==> config.mk <==
export PLATFORM = sky130hd
export DESIGN_NAME = sram_mpa
export DESIGN_NICKNAME = d
export VERILOG_FILES = /design/src/verilog/sram_mpa_pkg.sv /design/src/verilog/ahb_port.sv /design/src/verilog/lru_arbiter.sv /design/src/verilog/ram_router.sv /design/src/verilog/sram_mpa.sv
export SDC_FILE = /design/constraint.sdc
export NUM_CORES = 1
export LEC_CHECK = 0
export ABC_AREA = 1
export BUFFER_PORTS_ARGS = -buffer_cell sky130_fd_sc_hd__buf_2
export CAP_MARGIN = 10
export CORE_AREA = 2 2 206 208
export DETAILED_ROUTE_END_ITERATION = 6
export DIE_AREA = 0 0 208 210
export SLEW_MARGIN = 20
export SYNTH_ARGS = -nofsm -noshare
export SYNTH_HDL_FRONTEND = slang
export SYNTH_HIERARCHICAL = 1
export SYNTH_SLANG_ARGS = --single-unit
==> constraint.sdc <==
create_clock -name clk -period 1.5 [get_ports clk]
set_input_delay 0 -clock clk [delete_from_list [all_inputs] [get_ports clk]]
set_output_delay 0 -clock clk [all_outputs]
set_load 0.05 [all_outputs]
==> src/verilog/sram_mpa_pkg.sv <==
// Shared widths, master indices, AHB encodings and SRAM word view; referenced by scoped name

package sram_mpa_pkg;

  // ------------------------------
  // Masters sharing the SRAM
  // ------------------------------
  localparam int NUM_MASTERS = 3;

  // Bit positions in request, grant and owner vectors
  localparam int PROC_ID = 0;
  localparam int DMA0_ID = 1;
  localparam int DMA1_ID = 2;

  // ------------------------------
  // Data path widths
  // ------------------------------
  // Full SRAM word
  localparam int WORD_W = 64;
  // Processor lane, half a word
  localparam int LANE_W = 32;
  // One enable per byte of the word
  localparam int BE_W = 8;

  // ------------------------------
  // AHB encodings
  // ------------------------------
  localparam logic [1:0] HSIZE_BYTE = 2'b00;
  localparam logic [1:0] HSIZE_HALF = 2'b01;
  localparam logic [1:0] HSIZE_WORD = 2'b10;

  // Set for NONSEQ and SEQ, clear for IDLE and BUSY
  localparam int HTRANS_ACTIVE_BIT = 1;

  // ------------------------------
  // SRAM word, two decodes
  // ------------------------------
  // Lane view for processor read return and write replication,
  // byte view for enable merging
  typedef union packed {
    logic [1:0][LANE_W-1:0]  lane;
    logic [BE_W-1:0][7:0]    bytes;
  } ram_word_u;

endpackage

==> src/verilog/ahb_port.sv <==
// Processor AHB slave front end; holds one accepted transfer as an SRAM request until granted
`timescale 1ns/1ps

module ahb_port
#(
  parameter int ADDR_WIDTH = 12
)
(
  input  logic                                 clk,
  input  logic                                 rst_n,

  // AHB address phase
  input  logic                                 hsel,
  input  logic [ADDR_WIDTH-1:0]                haddr,
  input  logic [1:0]                           htrans,
  input  logic                                 hwrite,
  input  logic [1:0]                           hsize,
  input  logic                                 hready_in,
  output logic                                 hready,

  // Arbiter side
  output logic                                 req,
  input  logic                                 gnt,

  // Captured SRAM access
  output logic [ADDR_WIDTH-4:0]                ram_a,
  output logic                                 ram_lane_hi,
  output logic [sram_mpa_pkg::BE_W-1:0]        ram_we
);

  // ------------------------------
  // Local signals
  // ------------------------------
  logic                                   accept;
  logic                                   pending;
  logic [sram_mpa_pkg::BE_W/2-1:0]        lane_be;
  logic [sram_mpa_pkg::BE_W-1:0]          we_next;
  logic [ADDR_WIDTH-4:0]                  addr_q;
  logic                                   lane_hi_q;
  logic [sram_mpa_pkg::BE_W-1:0]          we_q;

  // Address phase taken only while the slave is ready
  assign accept = hsel & htrans[sram_mpa_pkg::HTRANS_ACTIVE_BIT] & hready_in & hready;

  // ------------------------------
  // Byte enables within the lane
  // ------------------------------
  always_comb
  begin
    case (hsize)
      sram_mpa_pkg::HSIZE_BYTE:
      begin
        lane_be = 4'b0001 << haddr[1:0];
      end
      sram_mpa_pkg::HSIZE_HALF:
      begin
        lane_be = haddr[1] ? 4'b1100 : 4'b0011;
      end
      default:
      begin
        // Word, and anything wider is clipped to the lane
        lane_be = 4'b1111;
      end
    endcase
  end

  // Lane enables placed in the upper or lower half
  // Reads get none
  always_comb
  begin
    we_next = '0;
    if (hwrite)
    begin
      if (haddr[2])
        we_next = {lane_be, 4'b0000};
      else
        we_next = {4'b0000, lane_be};
    end
  end

  // ------------------------------
  // Pending transfer
  // ------------------------------
  // Set on acceptance, cleared in the grant cycle
  always_ff @(posedge clk or negedge rst_n)
  begin
    if (!rst_n)
    begin
      pending <= 1'b0;
    end
    else if (accept)
    begin
      pending <= 1'b1;
    end
    else if (gnt)
    begin
      pending <= 1'b0;
    end
  end

  // Address phase payload
  always_ff @(posedge clk)
  begin
    if (accept)
    begin
      addr_q    <= haddr[ADDR_WIDTH-1:3];
      lane_hi_q <= haddr[2];
      we_q      <= we_next;
    end
  end

  // Wait states until the cycle after the grant
  assign hready      = ~pending;
  assign req         = pending;
  assign ram_a       = addr_q;
  assign ram_lane_hi = lane_hi_q;
  assign ram_we      = we_q;

  // ------------------------------
  // Checks
  // ------------------------------
  // Grant only for a held transfer so each one is served once
  a_gnt_while_pending: assert property (
    @(posedge clk) disable iff (!rst_n)
    gnt |-> pending
  );

endmodule

==> src/verilog/lru_arbiter.sv <==
// Least-recently-granted arbiter; grants one requesting master per cycle from an ordered queue
`timescale 1ns/1ps

module lru_arbiter
(
  input  logic                                  clk,
  input  logic                                  rst_n,
  input  logic [sram_mpa_pkg::NUM_MASTERS-1:0]  req,
  output logic [sram_mpa_pkg::NUM_MASTERS-1:0]  gnt
);

  localparam int N = sram_mpa_pkg::NUM_MASTERS;

  // ------------------------------
  // Queue state
  // ------------------------------
  // One-hot entries, entry zero has the highest priority
  logic [N-1:0] queue [N];
  // Entries at and behind the granted one
  logic [N-1:0] shift_en;
  logic         found;

  // First queue entry with a pending request wins
  always_comb
  begin
    found    = 1'b0;
    gnt      = '0;
    shift_en = '0;
    for (int i = 0; i < N; i++)
    begin
      if (!found && (|(queue[i] & req)))
      begin
        found = 1'b1;
        gnt   = queue[i];
      end
      // Winner and everything behind it move
      if (found)
        shift_en[i] = 1'b1;
    end
  end

  // ------------------------------
  // Queue update
  // ------------------------------
  // Winner goes to the tail, later entries step forward
  always_ff @(posedge clk or negedge rst_n)
  begin
    if (!rst_n)
    begin
      for (int i = 0; i < N; i++)
        queue[i] <= N'(1) << i;
    end
    else
    begin
      for (int i = 0; i < N - 1; i++)
      begin
        if (shift_en[i])
          queue[i] <= queue[i+1];
      end
      if (shift_en[N-1])
        queue[N-1] <= gnt;
    end
  end

  // ------------------------------
  // Checks
  // ------------------------------
  a_gnt_onehot: assert property (
    @(posedge clk) disable iff (!rst_n)
    $onehot0(gnt)
  );

  // No grant to an idle master
  a_gnt_has_req: assert property (
    @(posedge clk) disable iff (!rst_n)
    (gnt & ~req) == '0
  );

endmodule

==> src/verilog/ram_router.sv <==
// SRAM request mux and read return; tracks which master owns the data coming back
`timescale 1ns/1ps

module ram_router
#(
  parameter int ADDR_WIDTH = 12
)
(
  input  logic                                  clk,
  input  logic                                  rst_n,
  input  logic [sram_mpa_pkg::NUM_MASTERS-1:0]  gnt,

  // Processor side, from the AHB front end
  input  logic [ADDR_WIDTH-4:0]                 proc_a,
  input  logic                                  proc_lane_hi,
  input  logic [sram_mpa_pkg::BE_W-1:0]         proc_we,
  input  logic [sram_mpa_pkg::LANE_W-1:0]       proc_wdata,
  output logic [sram_mpa_pkg::LANE_W-1:0]       proc_rdata,

  // DMA0
  input  logic [ADDR_WIDTH-1:0]                 dma0_addr,
  input  logic                                  dma0_trans,
  input  logic                                  dma0_write,
  input  logic [sram_mpa_pkg::BE_W-1:0]         dma0_we,
  input  logic [sram_mpa_pkg::WORD_W-1:0]       dma0_wdata,
  output logic                                  dma0_ready,
  output logic [sram_mpa_pkg::WORD_W-1:0]       dma0_rdata,

  // DMA1
  input  logic [ADDR_WIDTH-1:0]                 dma1_addr,
  input  logic                                  dma1_trans,
  input  logic                                  dma1_write,
  input  logic [sram_mpa_pkg::BE_W-1:0]         dma1_we,
  input  logic [sram_mpa_pkg::WORD_W-1:0]       dma1_wdata,
  output logic                                  dma1_ready,
  output logic [sram_mpa_pkg::WORD_W-1:0]       dma1_rdata,

  // DMA requests, index 0 for DMA0
  output logic [1:0]                            dma_req,

  // SRAM
  output logic                                  ram_cs,
  output logic [ADDR_WIDTH-4:0]                 ram_a,
  output logic [sram_mpa_pkg::BE_W-1:0]         ram_we,
  output logic [sram_mpa_pkg::WORD_W-1:0]       ram_d,
  input  logic [sram_mpa_pkg::WORD_W-1:0]       ram_q
);

  // ------------------------------
  // Local signals
  // ------------------------------
  logic [sram_mpa_pkg::NUM_MASTERS-1:0]  owner;
  logic                                  owner_lane_hi;
  logic [sram_mpa_pkg::BE_W-1:0]         sel_we;
  sram_mpa_pkg::ram_word_u               sel_d;
  sram_mpa_pkg::ram_word_u               merged_d;
  sram_mpa_pkg::ram_word_u               rd_word;

  // ------------------------------
  // Request mux
  // ------------------------------
  // Grant is one-hot, so at most one leg is taken
  always_comb
  begin
    ram_a  = '0;
    sel_we = '0;
    sel_d  = '0;
    if (gnt[sram_mpa_pkg::PROC_ID])
    begin
      ram_a        = proc_a;
      sel_we       = proc_we;
      // Same lane data on both halves so the enables pick one
      sel_d.lane[0] = proc_wdata;
      sel_d.lane[1] = proc_wdata;
    end
    if (gnt[sram_mpa_pkg::DMA0_ID])
    begin
      ram_a  = dma0_addr[ADDR_WIDTH-1:3];
      sel_we = dma0_write ? dma0_we : '0;
      sel_d  = dma0_wdata;
    end
    if (gnt[sram_mpa_pkg::DMA1_ID])
    begin
      ram_a  = dma1_addr[ADDR_WIDTH-1:3];
      sel_we = dma1_write ? dma1_we : '0;
      sel_d  = dma1_wdata;
    end
  end

  // Disabled bytes driven as zero
  always_comb
  begin
    for (int b = 0; b < sram_mpa_pkg::BE_W; b++)
      merged_d.bytes[b] = sel_we[b] ? sel_d.bytes[b] : 8'h00;
  end

  assign ram_cs = |gnt;
  assign ram_we = sel_we;
  assign ram_d  = merged_d;

  // ------------------------------
  // Data owner
  // ------------------------------
  // Owner of the read data arriving next cycle
  always_ff @(posedge clk or negedge rst_n)
  begin
    if (!rst_n)
      owner <= '0;
    else
      owner <= gnt;
  end

  always_ff @(posedge clk)
  begin
    owner_lane_hi <= proc_lane_hi;
  end

  // Served transfer masked in its ready cycle
  assign dma_req[0] = dma0_trans & ~owner[sram_mpa_pkg::DMA0_ID];
  assign dma_req[1] = dma1_trans & ~owner[sram_mpa_pkg::DMA1_ID];

  // ------------------------------
  // Read return
  // ------------------------------
  assign rd_word    = ram_q;
  assign dma0_rdata = ram_q;
  assign dma1_rdata = ram_q;
  assign dma0_ready = owner[sram_mpa_pkg::DMA0_ID];
  assign dma1_ready = owner[sram_mpa_pkg::DMA1_ID];
  assign proc_rdata = rd_word.lane[owner_lane_hi];

  // No master granted again in the cycle its data returns
  a_no_regrant_in_ready: assert property (
    @(posedge clk) disable iff (!rst_n)
    (gnt & owner) == '0
  );

endmodule

==> src/verilog/sram_mpa.sv <==
// Multi-port SRAM access controller top; one AHB processor port and two DMA ports on one SRAM
`timescale 1ns/1ps

module sram_mpa
#(
  parameter int ADDR_WIDTH = 12
)
(
  input  logic                                clk,
  input  logic                                rst_n,

  // ------------------------------
  // Processor AHB port
  // ------------------------------
  input  logic                                proc_hsel,
  input  logic [ADDR_WIDTH-1:0]               proc_haddr,
  input  logic [1:0]                          proc_htrans,
  input  logic                                proc_hwrite,
  input  logic [1:0]                          proc_hsize,
  input  logic                                proc_hready_in,
  input  logic [sram_mpa_pkg::LANE_W-1:0]     proc_hwdata,
  output logic [sram_mpa_pkg::LANE_W-1:0]     proc_hrdata,
  output logic                                proc_hready,

  // ------------------------------
  // DMA ports
  // ------------------------------
  input  logic [ADDR_WIDTH-1:0]               dma0_addr,
  input  logic                                dma0_trans,
  input  logic                                dma0_write,
  input  logic [sram_mpa_pkg::WORD_W-1:0]     dma0_wdata,
  input  logic [sram_mpa_pkg::BE_W-1:0]       dma0_we,
  output logic [sram_mpa_pkg::WORD_W-1:0]     dma0_rdata,
  output logic                                dma0_ready,

  input  logic [ADDR_WIDTH-1:0]               dma1_addr,
  input  logic                                dma1_trans,
  input  logic                                dma1_write,
  input  logic [sram_mpa_pkg::WORD_W-1:0]     dma1_wdata,
  input  logic [sram_mpa_pkg::BE_W-1:0]       dma1_we,
  output logic [sram_mpa_pkg::WORD_W-1:0]     dma1_rdata,
  output logic                                dma1_ready,

  // ------------------------------
  // External SRAM
  // ------------------------------
  output logic                                ram_cs,
  output logic [ADDR_WIDTH-4:0]               ram_a,
  output logic [sram_mpa_pkg::BE_W-1:0]       ram_we,
  output logic [sram_mpa_pkg::WORD_W-1:0]     ram_d,
  input  logic [sram_mpa_pkg::WORD_W-1:0]     ram_q
);

  // Arbitration vectors, indexed by master ID
  logic [sram_mpa_pkg::NUM_MASTERS-1:0]  req;
  logic [sram_mpa_pkg::NUM_MASTERS-1:0]  gnt;
  logic [1:0]                            dma_req;

  // Processor request after capture
  logic                                  proc_req;
  logic [ADDR_WIDTH-4:0]                 proc_a;
  logic                                  proc_lane_hi;
  logic [sram_mpa_pkg::BE_W-1:0]         proc_we;

  assign req[sram_mpa_pkg::PROC_ID] = proc_req;
  assign req[sram_mpa_pkg::DMA0_ID] = dma_req[0];
  assign req[sram_mpa_pkg::DMA1_ID] = dma_req[1];

  ahb_port #(
    .ADDR_WIDTH (ADDR_WIDTH)
  ) u_ahb_port (
    .clk         (clk),
    .rst_n       (rst_n),
    .hsel        (proc_hsel),
    .haddr       (proc_haddr),
    .htrans      (proc_htrans),
    .hwrite      (proc_hwrite),
    .hsize       (proc_hsize),
    .hready_in   (proc_hready_in),
    .hready      (proc_hready),
    .req         (proc_req),
    .gnt         (gnt[sram_mpa_pkg::PROC_ID]),
    .ram_a       (proc_a),
    .ram_lane_hi (proc_lane_hi),
    .ram_we      (proc_we)
  );

  lru_arbiter u_lru_arbiter (
    .clk   (clk),
    .rst_n (rst_n),
    .req   (req),
    .gnt   (gnt)
  );

  ram_router #(
    .ADDR_WIDTH (ADDR_WIDTH)
  ) u_ram_router (
    .clk          (clk),
    .rst_n        (rst_n),
    .gnt          (gnt),
    .proc_a       (proc_a),
    .proc_lane_hi (proc_lane_hi),
    .proc_we      (proc_we),
    .proc_wdata   (proc_hwdata),
    .proc_rdata   (proc_hrdata),
    .dma0_addr    (dma0_addr),
    .dma0_trans   (dma0_trans),
    .dma0_write   (dma0_write),
    .dma0_we      (dma0_we),
    .dma0_wdata   (dma0_wdata),
    .dma0_ready   (dma0_ready),
    .dma0_rdata   (dma0_rdata),
    .dma1_addr    (dma1_addr),
    .dma1_trans   (dma1_trans),
    .dma1_write   (dma1_write),
    .dma1_we      (dma1_we),
    .dma1_wdata   (dma1_wdata),
    .dma1_ready   (dma1_ready),
    .dma1_rdata   (dma1_rdata),
    .dma_req      (dma_req),
    .ram_cs       (ram_cs),
    .ram_a        (ram_a),
    .ram_we       (ram_we),
    .ram_d        (ram_d),
    .ram_q        (ram_q)
  );

endmodule

After elaboration in Yosys (flattened, before gate mapping)

Cells that the tools add are included.

Bits of input ports: 289
Register bits: 32

Reduce and logical (&&, ||, !) cells: 12
$lt $le $gt $ge: 1
Equal/unequal tests: 1
Multiplexer cells: 34
Bitwise gates (word level): 12
Shift-type cells: 1

Operator list:

| kind                  | number |
|---|---|
| $mux W64              | 3 |
| $mux W8               | 13 |
| $mux W32              | 2 |
| $mux W9               | 3 |
| $reduce_or A3 Y1      | 4 |
| $and A3 B3 Y3         | 3 |
| $mux W3               | 3 |
| $mux W1               | 8 |
| $pmux W4 S2           | 1 |
| $and A1 B1 Y1         | 5 |
| $mux W4               | 1 |
| $not A1 Y1            | 4 |
| $shl A1 B2 Y4 const A | 1 |
| $eq A2 B1 Y1 const B  | 1 |
| $logic_and A1 B1 Y1   | 2 |
| $logic_not A1 Y1      | 2 |
| $logic_not A2 Y1      | 1 |
| $lt A1 B2 Y1 const B  | 1 |
| $reduce_and A2 Y1     | 1 |
| $reduce_bool A2 Y1    | 1 |
| $reduce_or A2 Y1      | 1 |

Logic depth before layout (Yosys ltp)

Depth after elaboration: 15
Gate-level depth with buffers: 17

Cells and area by module

Netlist, hierarchy kept.

Modules (own cells, without submodules):

| module      | area an instance (um^2) | sequential area each (um^2) | instances | cells each |
|---|---|---|---|---|
| ram_router  | 4056.4                  | 70.1                        | 1         | 809 |
| ahb_port    | 674.4                   | 565.5                       | 1         | 42 |
| lru_arbiter | 530.5                   | 229.0                       | 1         | 65 |

Worst setup path after synthesis

No wires, ideal clock.

Path kind: register to output
Start: register u_ram_router/owner[1] (netlist bit)
End: output ram_a[0]
Buffers on the path: 2
Required time: 1500 ps
Cell stages (with the launch flop): 15
Data arrival time: 2628 ps
Setup slack: -1128 ps
Cell sequence: dfrtp_1 -> nor2_1 -> nand2_2 -> inv_1 -> nor2_4 -> nand3_1 -> nand2_1 -> inv_2 -> nand2_1 -> clkbuf_2 -> buf_4 -> inv_2 -> nor2_4 -> nand2_1 -> a21oi_1

Cells in the longest elaborated chain, start to end: 14
Elaborated cells between the ends (all ways): 20
Those cells by class: mux (8); bitwise (5); reduce/logical (7)

RTL lines:

| item                   | RTL line          | source |
|---|---|---|
| start, declared        | ram_router.sv:52  | `logic [sram_mpa_pkg::NUM_MASTERS-1:0] owner;` |
| start signal, assigned | ram_router.sv:110 | `owner <= gnt;` |
| $not A1 Y1 *           | ram_router.sv:119 | `assign dma_req[0] = dma0_trans & ~owner[sram_mpa_pkg::DMA0_ID];` |
| $and A1 B1 Y1 *        | ram_router.sv:119 |  |
| net dma_req[0]         | sram_mpa.sv:57    | `logic [1:0] dma_req;` |
| $and A3 B3 Y3          | lru_arbiter.sv:31 | `if (!found && (\|(queue[i] & req)))` |
| $reduce_or A3 Y1       | lru_arbiter.sv:31 |  |
| $mux W1                | lru_arbiter.sv:31 |  |
| $logic_not A1 Y1       | lru_arbiter.sv:31 |  |
| $logic_and A1 B1 Y1    | lru_arbiter.sv:31 |  |
| $mux W1                | lru_arbiter.sv:31 |  |
| $logic_not A1 Y1       | lru_arbiter.sv:31 |  |
| $logic_and A1 B1 Y1    | lru_arbiter.sv:31 |  |
| $mux W3 *              | lru_arbiter.sv:31 |  |
| net gnt, one bit       | sram_mpa.sv:56    | `logic [sram_mpa_pkg::NUM_MASTERS-1:0] gnt;` |
| $mux W9 *              | ram_router.sv:68  | `if (gnt[sram_mpa_pkg::PROC_ID])` |
| $mux W9 *              | ram_router.sv:76  | `if (gnt[sram_mpa_pkg::DMA0_ID])` |
| $mux W9 *              | ram_router.sv:82  | `if (gnt[sram_mpa_pkg::DMA1_ID])` |
| end, declared          | sram_mpa.sv:48    | `output logic [ADDR_WIDTH-4:0] ram_a,` |

The timed path passes the listed nets; every way through them passes the cells marked *.

Final worst setup path

Start: register u_ram_router/owner[2] (netlist bit)
End: output ram_d[44] (netlist bit)

Elaborated cells between the ends (all ways): 24
Those cells by class: mux (12); bitwise (5); reduce/logical (7)

RTL lines:

| item                                       | RTL line          | source |
|---|---|---|
| $not A1 Y1 *                               | ram_router.sv:120 | `assign dma_req[1] = dma1_trans & ~owner[sram_mpa_pkg::DMA1_ID];` |
| $and A1 B1 Y1 *                            | ram_router.sv:120 |  |
| net dma_req[1]                             | sram_mpa.sv:57    |  |
| $and A3 B3 Y3                              | lru_arbiter.sv:31 |  |
| $reduce_or A3 Y1                           | lru_arbiter.sv:31 |  |
| $mux W1                                    | lru_arbiter.sv:31 |  |
| $logic_not A1 Y1                           | lru_arbiter.sv:31 |  |
| $logic_and A1 B1 Y1                        | lru_arbiter.sv:31 |  |
| $mux W1                                    | lru_arbiter.sv:31 |  |
| $logic_not A1 Y1                           | lru_arbiter.sv:31 |  |
| $logic_and A1 B1 Y1                        | lru_arbiter.sv:31 |  |
| $mux W3 *                                  | lru_arbiter.sv:31 |  |
| net gnt, one bit                           | sram_mpa.sv:56    |  |
| $mux W64 / $mux W8 (equally long branches) | ram_router.sv:76  |  |
| $mux W64 / $mux W8 (equally long branches) | ram_router.sv:82  |  |
| $mux W8 *                                  | ram_router.sv:94  | `merged_d.bytes[b] = sel_we[b] ? sel_d.bytes[b] : 8'h00;` |
| end, declared                              | sram_mpa.sv:50    | `output logic [sram_mpa_pkg::WORD_W-1:0] ram_d,` |

Marks and branches as above.

==> results.ini <==
[placement]
hpwl_microns=25420
port_buffers=526
post_dp_cell_area_sq_um=8668
place_ws_ns=-0.7437
place_inst=1860
gp_congestion=0.9220

[clock_tree]
cts.sinks=31
worstSkewPairLatency_ns=0.27
clk_path_buf_depth=2
path_clk_slew_ns=0.05
cts_made_buffers=5
cts_tree=yes
htreeDepth=2
root_buffer=clkbuf_16

[finish]
instances_no_fill=1929
nFillCells=4481
syn_to_final_growth_pct=112.8
nNetsFinal=1673
fin_area_sq_um=11200
post_route_cells_drive_above_1_share_pct=69.31
multiInputGateArea_sq_um=4001
regArea_sq_um=872.1

[synthesis]
seq_area_frac_synth_pct=16.43
ys_types=26
synth_top_family_by_area=simple AND/OR/NAND/NOR gates
synth_cells=916
yosys.area_share.simple_pct=40.62
syn_area_sq_um=5261
synth_fa_ha_area_share_pct=0
syn_nets=1205
syn_avg_cell_area_sq_um=5.744
synthXorXnorAreaFrac_pct=0
muxShareOfSynthArea_pct=7.039
synth-seq-cells=31
yosysWarnings=6
synth_compound_area_share_pct=3.448

[worst_setup_path]
path_cells=nor2_4 > nand2_2 > nand3_4 > nand3_2 > nand2_2 > inv_4 > nand2_8 > buf_12 > buf_12 > buf_6 > nand2_1 > nand3_1 > nand2_1 > nand2_2 > clkinvlp_4 > buf_6
crit_path_max_incr_delay_ns=0.41
end_kind=output pin
crit_top_cell=nand2_2
worstPathRequired_ns=1.50
worstPathArrival_ns=2.42
ff2ff_setup_slack_ns=-0.09
reg2regPathDepth=11
path_max_fanout=8
reg2reg_to=u_ram_router/owner[2]
crit_path_start_kind=register
criticalPathCategory=reg -> out
r2r-start=u_ram_router/owner[2]
cpMaxStageDelayCell=dfrtp_2

[power]
vdd_drop_max_v=0.001451
p_per_area_nw_per_um2=1727
power_leakage_nw=5.729

[route]
drtPass1Iterations=5
via_count=7677
drtAntennaViolNets=0
wl_per_cell_microns=18.13
routed_via_density=3.980
wl_microns=34980
drtIter0Drc=679
drc=0

[timing]
rsz0062_at_grt=true
setup_viol=83
period_share_pct=161.5
hold_viol=0
hold_ws_ns=0.06581
fin_ws_ns=-0.9227
clock.fmax_ghz=0.4128
slew_viol_final=0
worst_pin_slew_ns=0.3508
finalSetupTns_ns=-70.32
slew-limit-headroom_pct=76.78
skew_ns=0.008920
fin_crit_ns=2.423

[hold_path]
hold-path-endpoint=u_ahb_port/req
min_delay_path_depth=3
hold_path.class=in -> reg
hp-start=proc_htrans[1]

[die]
core_sq_um=41480
die_h_microns=210
num_rows=75
initial_core_util_pct=12.68
die_w_microns=208
io_pins=534
dieArea_sq_um=43680

[global_routing]
grt_pass1_vias=7054
grt_pass1_wl_microns=44290
grtUsageTotal_pct=13.57
antenna_found_initial=11
overflow=0
grt_max_degree=33

[status]
status=complete, but fails checks
violations=negative setup slack

[job]
max_cap_violations=0

[layer usage]
layer  routed length, microns  vias to the layer above  global-route usage, %  share of wire [%]
met2                    16400                      405                  22.19                 47
met5                       75                        -                      0               0.21
li1                         -                     3606                      -                  -
met4                      589                       12                  2.764                1.7
met1                    15190                     3599                  18.30                 43
met3                     2728                       55                  3.039                7.8
[placed cells by master, fill, tap and decap left out, drive strengths merged]
cell type    synthesis  routed
buf                155     601
nand2              397     404
nand3               91      91
inv                147      82
clkinvlp             0      64
mux2                32      32
a21oi               27      27
edfxtp              18      18
nor2                16      17
clkbuf              12      14
dlygate4sd3          0      11
dfrtp                9       9
o21ai                7       7
diode                0       5
dfstp                3       3
clkinv               0       2
bufbuf               0       1
mux2i                1       1
dfxtp                1       1
[worst max-delay path by stage]
stage	to	cells after the start	slack, ns	from
after detailed placement	ram_d[1]	15	-0.74	u_lru_arbiter/queue[6]
after global placement	ram_d[43]	14	-0.74	u_ahb_port/req
after CTS	ram_d[4]	14	-0.87	u_ahb_port/req
after floorplan	ram_d[0]	16	-0.57	u_ram_router/owner[2]
final	ram_d[44]	16	-0.92	u_ram_router/owner[2]
after global routing	ram_d[27]	16	-1.06	u_ram_router/owner[2]
[metrics by stage]
step | utilization, % | power, mW
4_1_cts | 23.87 | 16.47
3_3_place_gp | 20.90 | 13.41
3_5_place_dp | 20.90 | 13.42
6_report | 27.00 | 19.34
2_1_floorplan | - | 9.493
5_1_grt | 26.97 | 20.39
[worst max-delay path, delay by kind of cell, from the launching register on]
| kind | cells | cell delay (ns) |
|---|---|---|
| simple gates | 10 | 1.02 |
| buf+inv | 6 | 0.72 |
| flops | 1 | 0.41 |
[where the power goes]
| group | internal (mW) | leakage (nW) | switching [mW] |
|---|---|---|---|
| registers | 1.08 | 0.318 | 0.123 |
| logic | 6.62 | 5.34 | 10.5 |
| clock network | 0.656 | 0.0739 | 0.341 |
[cell usage after synthesis]
master / number / area (sq um)
nand2_1: 379 / 1423
o21ai_2: 3 / 26.28
clkbuf_2: 1 / 5.000
nor2_1: 13 / 48.80
buf_4: 130 / 975.9
dfxtp_1: 1 / 20.02
mux2i_1: 1 / 10.01
dfrtp_1: 9 / 225.2
clkbuf_1: 11 / 41.29
inv_2: 6 / 22.52
nor2_4: 2 / 22.52
edfxtp_1: 18 / 540.5
nand3_1: 89 / 445.4
nand2_2: 12 / 75.07
nor2_8: 1 / 20.02
mux2_1: 2 / 22.52
a21oi_1: 27 / 135.1
mux2_2: 30 / 337.8
o21ai_0: 4 / 20.02
inv_1: 140 / 525.5
buf_6: 1 / 11.26
inv_4: 1 / 6.260
buf_2: 24 / 120.1
nand2_4: 6 / 67.56
dfstp_2: 3 / 78.83
nand3_4: 2 / 35.03
[cell families after synthesis]
| family | Yosys count |
|---|---|
| compound gates | 34 |
| buf+inv | 314 |
| flops | 31 |
| mux | 33 |
| simple gates | 504 |
[area by class of cell]
type	count	area share (%)
flip-flops and latches	31	7.789
clock buffers	7	1.274
multi-input cells	579	35.74
well taps	539	6.023
inverters	147	7.364
repair buffers	620	41.66
clock inverters	1	0.04470
diodes	5	0.1117
[registers in the layout, summed over array words and instances, names as in the netlist]
register	cells
u_lru_arbiter/queue	9
u_ahb_port/req	1
u_ram_router/owner	2
u_ahb_port/ram_we	8
u_ahb_port/ram_a	9
u_ahb_port/ram_lane_hi	1
u_ram_router/owner_lane_hi	1
[repair_timing]
action                                  CTS  global route
cloned                                    8            12
endpoints found under the setup margin   83            85
endpoints found under the hold margin    22             0
gates resized for setup                 220           219
hold buffers                             11             0
setup buffers                             9            16
pin swaps                                14            84
Note: power is estimated with default switching activity, not from simulation.
